<file path="src/pwm_ctrl_settings.svh">
// resolution, bus widths, register offsets and control codes
`ifndef PWM_CTRL_SETTINGS_SVH
`define PWM_CTRL_SETTINGS_SVH

`define PWM_RESOLUTION 32 // counter and period width
`define PWM_ADDR_W     6  // low byte address bits decoded
`define PWM_DATA_W     32

// register byte offsets
`define PWM_REG_CTRL0   6'h00
`define PWM_REG_CTRL1   6'h04
`define PWM_REG_PERIOD0 6'h08
`define PWM_REG_PERIOD1 6'h0c
`define PWM_REG_THRESH0 6'h10
`define PWM_REG_THRESH1 6'h18
`define PWM_REG_OUT0    6'h28 // read only
`define PWM_REG_OUT1    6'h2c // read only

`define PWM_CODE_STANDARD 2'b01 // any other code idles the channel

`endif

</file>
<file path="src/pwm_bus_pkg.sv">
// bus-side types for address, data word, byte selects and raw control field
`include "pwm_ctrl_settings.svh"

package pwm_bus_pkg;

    typedef logic [`PWM_ADDR_W-1:0]   wb_addr_t;    // register byte address
    typedef logic [`PWM_DATA_W-1:0]   wb_data_t;
    typedef logic [`PWM_DATA_W/8-1:0] wb_sel_t;     // one bit per byte lane

    // control value as stored, before mode decode
    typedef logic [1:0] ctrl_field_t;

endpackage

</file>
<file path="src/pwm_chan_pkg.sv">
// channel-side types for the counter width and the channel mode
`include "pwm_ctrl_settings.svh"

package pwm_chan_pkg;

    // period, threshold and counter all share this width
    typedef logic [`PWM_RESOLUTION-1:0] pwm_count_t;

    typedef enum logic {
        PWM_IDLE,     // output held low
        PWM_STANDARD  // fixed duty from threshold
    } pwm_mode_t;

endpackage

</file>
<file path="src/pwm_chan_if.sv">
// pwm_chan_if interface with reg-side and channel-side modports
`timescale 1ns/10ps

interface pwm_chan_if;
    import pwm_chan_pkg::*;

    pwm_mode_t  mode;
    pwm_count_t period;
    pwm_count_t threshold;
    logic       level;     // registered pin level, read back by the bus

    // register bank drives configuration
    modport reg_mp (
        output mode,
        output period,
        output threshold,
        input  level
    );

    modport chan_mp (
        input  mode,
        input  period,
        input  threshold,
        output level
    );

endinterface

</file>
<file path="src/pwm_reg_bank.sv">
// pwm_reg_bank module: Wishbone slave, channel registers, read mux, ack and mode decode
`timescale 1ns/10ps
`include "pwm_ctrl_settings.svh"

module pwm_reg_bank (
    input  logic                  clk_i,
    input  logic                  rst_i,
    input  pwm_bus_pkg::wb_addr_t wb_adr_i,
    input  pwm_bus_pkg::wb_data_t wb_dat_i,
    input  logic                  wb_we_i,
    input  logic                  wb_cyc_i,
    input  logic                  wb_stb_i,
    input  pwm_bus_pkg::wb_sel_t  wb_sel_i,
    output pwm_bus_pkg::wb_data_t wb_dat_o,
    output logic                  wb_ack_o,
    pwm_chan_if.reg_mp            ch0_o,
    pwm_chan_if.reg_mp            ch1_o
);
    import pwm_bus_pkg::*;
    import pwm_chan_pkg::*;

    ctrl_field_t ctrl0_q;
    ctrl_field_t ctrl1_q;
    pwm_count_t  period0_q;
    pwm_count_t  period1_q;
    pwm_count_t  thresh0_q;
    pwm_count_t  thresh1_q;

    wb_data_t dat_q;   // holds until next read
    logic     ack_q;
    logic     mapped;
    logic     req;
    logic     wr_req;
    logic     rd_req;
    wb_data_t rd_data;

    // replace only the byte lanes whose select bit is set
    function automatic wb_data_t merge_lanes(wb_data_t old_val, wb_data_t new_val,
                                             wb_sel_t sel);
        wb_data_t res;
        res = old_val;
        for (int k = 0; k < `PWM_DATA_W/8; k++) begin
            if (sel[k]) begin
                res[8*k +: 8] = new_val[8*k +: 8];
            end
        end
        return res;
    endfunction

    // the only place the control code gets meaning
    function automatic pwm_mode_t decode_mode(ctrl_field_t code);
        return (code == `PWM_CODE_STANDARD) ? PWM_STANDARD : PWM_IDLE;
    endfunction

    always_comb begin
        case (wb_adr_i)
            `PWM_REG_CTRL0,
            `PWM_REG_CTRL1,
            `PWM_REG_PERIOD0,
            `PWM_REG_PERIOD1,
            `PWM_REG_THRESH0,
            `PWM_REG_THRESH1,
            `PWM_REG_OUT0,
            `PWM_REG_OUT1: mapped = 1'b1;
            default:       mapped = 1'b0; // no ack, master must time out
        endcase
    end

    // ack low gate keeps a held strobe from being taken twice
    assign req    = wb_cyc_i && wb_stb_i && !ack_q && mapped;
    assign wr_req = req && wb_we_i;
    assign rd_req = req && !wb_we_i;

    always_comb begin
        case (wb_adr_i)
            `PWM_REG_CTRL0:   rd_data = wb_data_t'(ctrl0_q);
            `PWM_REG_CTRL1:   rd_data = wb_data_t'(ctrl1_q);
            `PWM_REG_PERIOD0: rd_data = period0_q;
            `PWM_REG_PERIOD1: rd_data = period1_q;
            `PWM_REG_THRESH0: rd_data = thresh0_q;
            `PWM_REG_THRESH1: rd_data = thresh1_q;
            `PWM_REG_OUT0:    rd_data = wb_data_t'(ch0_o.level);
            `PWM_REG_OUT1:    rd_data = wb_data_t'(ch1_o.level);
            default:          rd_data = '0;
        endcase
    end

    always_ff @(posedge clk_i) begin
        if (rst_i) begin
            ack_q <= 1'b0;
            dat_q <= '0;
        end else begin
            ack_q <= req; // single pulse on the request edge
            if (rd_req) begin
                dat_q <= rd_data;
            end
        end
    end

    always_ff @(posedge clk_i) begin
        if (rst_i) begin
            ctrl0_q   <= '0;
            ctrl1_q   <= '0;
            period0_q <= '0;
            period1_q <= '0;
            thresh0_q <= '0;
            thresh1_q <= '0;
        end else if (wr_req) begin
            case (wb_adr_i)
                `PWM_REG_CTRL0: begin
                    if (wb_sel_i[0]) begin
                        ctrl0_q <= wb_dat_i[1:0];
                    end
                end
                `PWM_REG_CTRL1: begin
                    if (wb_sel_i[0]) begin
                        ctrl1_q <= wb_dat_i[1:0];
                    end
                end
                `PWM_REG_PERIOD0: period0_q <= merge_lanes(period0_q, wb_dat_i, wb_sel_i);
                `PWM_REG_PERIOD1: period1_q <= merge_lanes(period1_q, wb_dat_i, wb_sel_i);
                `PWM_REG_THRESH0: thresh0_q <= merge_lanes(thresh0_q, wb_dat_i, wb_sel_i);
                `PWM_REG_THRESH1: thresh1_q <= merge_lanes(thresh1_q, wb_dat_i, wb_sel_i);
                default: ; // output bits are read only, write still acks
            endcase
        end
    end

    assign wb_dat_o = dat_q;
    assign wb_ack_o = ack_q;

    // configuration goes straight out, no extra stage
    assign ch0_o.mode      = decode_mode(ctrl0_q);
    assign ch0_o.period    = period0_q;
    assign ch0_o.threshold = thresh0_q;
    assign ch1_o.mode      = decode_mode(ctrl1_q);
    assign ch1_o.period    = period1_q;
    assign ch1_o.threshold = thresh1_q;

    // a master holding stb through ack must not get a second ack
    a_ack_single: assert property (
        @(posedge clk_i) disable iff (rst_i)
        wb_ack_o |=> !wb_ack_o
    );

endmodule

</file>
<file path="src/pwm_channel.sv">
// pwm_channel module: period counter, threshold compare and registered output
`timescale 1ns/10ps
`include "pwm_ctrl_settings.svh"

module pwm_channel (
    input  logic        clk_i,
    input  logic        rst_i,
    pwm_chan_if.chan_mp cfg_i,
    output logic        pwm_o
);
    import pwm_chan_pkg::*;

    pwm_count_t count_q;
    logic       running;
    logic       wrap;
    logic       raw_level;
    logic       pwm_q;

    assign running = (cfg_i.mode == PWM_STANDARD);

    // period zero holds the counter at zero
    // >= rather than == so a shrunk period wraps at once
    assign wrap = (cfg_i.period == '0) ||
                  (count_q >= cfg_i.period - pwm_count_t'(1));

    // high for the first threshold counts of each period
    assign raw_level = running && (count_q < cfg_i.threshold);

    always_ff @(posedge clk_i) begin
        if (rst_i) begin
            count_q <= '0;
        end else if (!running) begin
            count_q <= '0; // idle restarts the period
        end else if (wrap) begin
            count_q <= '0;
        end else begin
            count_q <= count_q + pwm_count_t'(1);
        end
    end

    always_ff @(posedge clk_i) begin
        if (rst_i) begin
            pwm_q <= 1'b0;
        end else begin
            pwm_q <= raw_level; // one cycle behind the compare
        end
    end

    assign pwm_o       = pwm_q;
    assign cfg_i.level = pwm_q; // readback matches the pin

    // idle decoded in the register bank must reach the pin one edge later
    a_idle_low: assert property (
        @(posedge clk_i) disable iff (rst_i)
        (cfg_i.mode == PWM_IDLE) |=> !pwm_o
    );

endmodule

</file>
<file path="src/pwm_ctrl.sv">
// pwm_ctrl top module: register bank and two PWM channels
`timescale 1ns/10ps
`include "pwm_ctrl_settings.svh"

module pwm_ctrl (
    input  logic                  clk_i,
    input  logic                  rst_i,
    input  pwm_bus_pkg::wb_addr_t wb_adr_i,
    input  pwm_bus_pkg::wb_data_t wb_dat_i,
    input  logic                  wb_we_i,
    input  logic                  wb_cyc_i,
    input  logic                  wb_stb_i,
    input  pwm_bus_pkg::wb_sel_t  wb_sel_i,
    output pwm_bus_pkg::wb_data_t wb_dat_o,
    output logic                  wb_ack_o,
    output logic                  pwm0_o,
    output logic                  pwm1_o
);

    // one link per channel
    pwm_chan_if ch0 ();
    pwm_chan_if ch1 ();

    pwm_reg_bank u_regs (
        .clk_i    (clk_i),
        .rst_i    (rst_i),
        .wb_adr_i (wb_adr_i),
        .wb_dat_i (wb_dat_i),
        .wb_we_i  (wb_we_i),
        .wb_cyc_i (wb_cyc_i),
        .wb_stb_i (wb_stb_i),
        .wb_sel_i (wb_sel_i),
        .wb_dat_o (wb_dat_o),
        .wb_ack_o (wb_ack_o),
        .ch0_o    (ch0.reg_mp),
        .ch1_o    (ch1.reg_mp)
    );

    pwm_channel u_ch0 (
        .clk_i (clk_i),
        .rst_i (rst_i),
        .cfg_i (ch0.chan_mp),
        .pwm_o (pwm0_o)
    );

    pwm_channel u_ch1 (
        .clk_i (clk_i),
        .rst_i (rst_i),
        .cfg_i (ch1.chan_mp),
        .pwm_o (pwm1_o)
    );

endmodule

</file>
<file path="config.mk">
export PLATFORM = sky130hd
export DESIGN_NAME = pwm_ctrl
export DESIGN_NICKNAME = d
export VERILOG_FILES = /design/src/pwm_bus_pkg.sv /design/src/pwm_chan_pkg.sv /design/src/pwm_chan_if.sv /design/src/pwm_reg_bank.sv /design/src/pwm_channel.sv /design/src/pwm_ctrl.sv
export VERILOG_INCLUDE_DIRS = /design/src
export SDC_FILE = /design/constraint.sdc
export NUM_CORES = 1
export LEC_CHECK = 0
export ABC_AREA = 1
export BUFFER_PORTS_ARGS = -buffer_cell sky130_fd_sc_hd__buf_2
export CAP_MARGIN = 20
export CORE_MARGIN = 4
export CORE_UTILIZATION = 43
export CTS_CLUSTER_DIAMETER = 30
export DETAILED_ROUTE_END_ITERATION = 10
export SLEW_MARGIN = 20
export SYNTH_ARGS = -nofsm -noshare
export SYNTH_HDL_FRONTEND = slang
export SYNTH_SLANG_ARGS = --single-unit
</file>
<file path="constraint.sdc">
create_clock -name clk_i -period 7.65 [get_ports clk_i]
set_clock_uncertainty 0.2 [all_clocks]
set_input_delay 1.53 -clock clk_i [delete_from_list [all_inputs] [get_ports clk_i]]
set_output_delay 1.53 -clock clk_i [all_outputs]
set_load 0.005 [all_outputs]
</file>
==> metrics.cfg <==
[routing]
vias=13912
dr.pass1.iters=5
drc=0
wl_um=45380
vias_per_cell=5.290
wl_per_cell_um=17.25
antenna_left=0
drt_iter0_drc=905

[power_and_ir_drop]
p_total_uw=3698
vdd_drop_max_uv=164.7
p_leak_uw=0.007423
p_per_area_nw_per_um2=215.3

[floorplan]
rows=67
dieArea_um2=36800
fp.dieH_um=191.8
ioPinCount=82
start_util=0.4345
die-width_um=191.8
fp.coreArea_um2=33450

[timing]
whs_ps=249.9
finalCriticalPeriod_ps=4159
post-route-period-util=0.5436
fmax_mhz=240.5
fin_tns_setup_ps=0
finalHoldViolations=0
tightestPinTransition_ps=1023
rsz0062_at_grt=no
maxSlewViolCount=0
slew-limit-headroom=0.3164
setup_violations=0

[synthesis]
synth_flop_cell=dfxtp_1
seq_area_frac_synth=0.3182
ys_ff_latch=231
synthDistinctLibCells=49
syn_inst=2049
synth_edf_count=0
syn_nets=2226
syn_area_um2=14530
avgSynthCellArea_um2=7.093
synthArstFlopShare=0
yosysWarningCount=0

[worst_setup_path]
end_kind=register
required_ps=7850
cp_slowest_stage_delay_ps=680
cpMaxStageDelayCell=nand4_2
crit_family=simple AND/OR/NAND/NOR gates
crit_type=in -> reg
worst-path-buf-inv=3
start_kind=input pin
timing.critical_path.mode_cell=nor2_4
crit_chain=buf_2 -> nor2_4 -> nand3_1 -> buf_4 -> nand4_2 -> nand2_4 -> nor2_4 -> inv_2 -> nand2_1 -> a21oi_1
cp_max_fo=33
arrival_ps=4360

[cts]
worstSkewPairLatency_ps=570
cts_tree=yes
cts_made_buffers=54
clock-root-buffer=clkbuf_16
post_cts_resize_count=0
cts_setup_buffers=0
ctsHoldBuffers=0
cts.sinks=231
path_clk_slew_ps=50
htreeDepth=2
clk_path_buf_depth=3

[global_routing]
grt_pass1_wl_um=70840
grt_max_degree=86
grt_antenna_before_repair=0
gr-usage-all-layers=0.2439
grt_pass1_vias=13351
gr-total-overflow=0

[placed_design]
routabilityCongestion=0.9713
portBuffers=81
hpwl_um=34540

[layout]
final_layout_size_suffix_gt1_frac=0.1173
layout.nets=2317
syn2layout_area_growth_pct=18.18
antenna_cells=0

[min_path]
hp-class=reg -> reg

[flow_run]
cap_violations=0

[run_status]
status=complete, no violations

power by group:
group / switching, uW / internal, uW / leakage, uW
sequential: 0.889 / 1210 / 0.00186
combinational: 58.9 / 14.9 / 0.00464
clock: 735 / 1680 / 0.000924
sequential cells by signal, summed over array words and instances (netlist names):
signal / cells
u_ch0.cfg_i.level: 1
u_ch0.count_q: 32
u_ch1.cfg_i.level: 1
u_ch1.count_q: 32
u_regs.ch0_o.period: 32
u_regs.ch0_o.threshold: 32
u_regs.ch1_o.period: 32
u_regs.ch1_o.threshold: 32
u_regs.ctrl0_q: 2
u_regs.ctrl1_q: 2
u_regs.wb_ack_o: 1
u_regs.wb_dat_o: 32
cells in the mapped netlist, types with 2 or more instances:
master     count  area [um2]
nand2_1      545        2046
dfxtp_1      231        4624
nor2_1       228       855.8
a21oi_1      219        1096
inv_1        207       777.0
ha_1         130        1627
xor2_1        64       560.5
xnor2_1       49       429.2
nand4_1       47       294.0
o21ai_0       43       215.2
nand3_1       42       210.2
nor3_1        40       200.2
a22oi_1       27       202.7
clkbuf_1      24       90.09
inv_2         13       48.80
nor2_2        12       75.07
nand4_2       10       125.1
o221ai_1      10       87.58
buf_2          8       40.04
buf_6          8       90.09
clkinv_4       8       70.07
nand4_4        8       170.2
o22ai_1        8       50.05
buf_4          7       52.55
nor4_1         7       43.79
o2111ai_1      7       61.31
nor2_4         6       67.56
or2_2          6       37.54
a211oi_1       4       30.03
o21ai_1        4       20.02
nand3b_1       3       22.52
o21a_1         3       22.52
a31o_2         2       17.52
clkinv_1       2       7.510
nand2_2        2       12.51
nand3_2        2       20.02
logic make-up (layout without fill, tap and decap cells):
| logic type | after synthesis | after routing | synth area share |
|---|---|---|---|
| simple gates | 964 | 964 | 0.2926 |
| compound gates | 330 | 330 | 0.1256 |
| buf+inv | 280 | 413 | 0.08291 |
| flops | 231 | 231 | 0.3182 |
| fa+ha+maj | 130 | 130 | 0.1119 |
| xor+xnor | 113 | 113 | 0.06810 |
| mux | 1 | 1 | 0.0006888 |
layer usage:
metal / share of wire / vias to the layer above / GRT usage
li1: - / 6952 / -
met1: 0.46 / 6457 / 0.3288
met2: 0.45 / 387 / 0.3896
met3: 0.052 / 116 / 0.03290
met4: 0.043 / 0 / 0.1094
met5: 0 / - / 0
final timing paths:
| path | depth (start not counted) | endpoint | slack, ps | from |
|---|---|---|---|---|
| min | 1 | u_ch1.count_q[0]$_SDFF_PP0_ | 250 | u_ch1.count_q[0]$_SDFF_PP0_ |
| max reg2reg | 18 | u_ch1.count_q[0]$_SDFF_PP0_ | 3970 | u_regs.ch1_o.period[0]$_SDFFE_PP0P_ |
| max | 10 | u_regs.wb_dat_o[21]$_SDFFE_PP0P_ | 3490 | wb_adr_i[1] |
| min reg2reg | 1 | u_ch1.count_q[0]$_SDFF_PP0_ | 250 | u_ch1.count_q[0]$_SDFF_PP0_ |
final cells by class:
type / count / area [um2]
fill: 3328 / 16270
multi-input combinational: 1538 / 8708
sequential: 231 / 4624
clock buffer: 67 / 1534
inverter: 230 / 903.4
tap: 448 / 560.5
timing repair buffer: 85 / 437.9
clock inverter: 31 / 406.6
through the flow:
step	cells	setup WS, ps	utilization	cell area (um2)
floorplan	2049	4634	-	14530
global placement	2532	2978	0.4554	15230
detailed placement	2532	2915	0.4554	15230
CTS	2630	3502	0.5134	17170
global route	2630	3272	0.5135	17180
finish	2630	3491	0.5135	17180
cells in the final DEF (no fill, tap or decap), types with 10 or more instances in the layout:
| cell | n |
|---|---|
| a21oi_1 | 219 |
| clkinv_4 | 14 |
| buf_2 | 80 |
| clkinvlp_4 | 10 |
| nand4_1 | 47 |
| a22oi_1 | 27 |
| nor2_2 | 13 |
| ha_1 | 130 |
| nor3_1 | 40 |
| inv_2 | 13 |
| dfxtp_1 | 231 |
| nand4_2 | 10 |
| o21ai_0 | 43 |
| xnor2_1 | 49 |
| clkbuf_16 | 57 |
| nand2_1 | 544 |
| nand3_1 | 42 |
| inv_1 | 207 |
| xor2_1 | 64 |
| o221ai_1 | 10 |
| nor2_1 | 227 |
(Power assumes the default switching activity.)
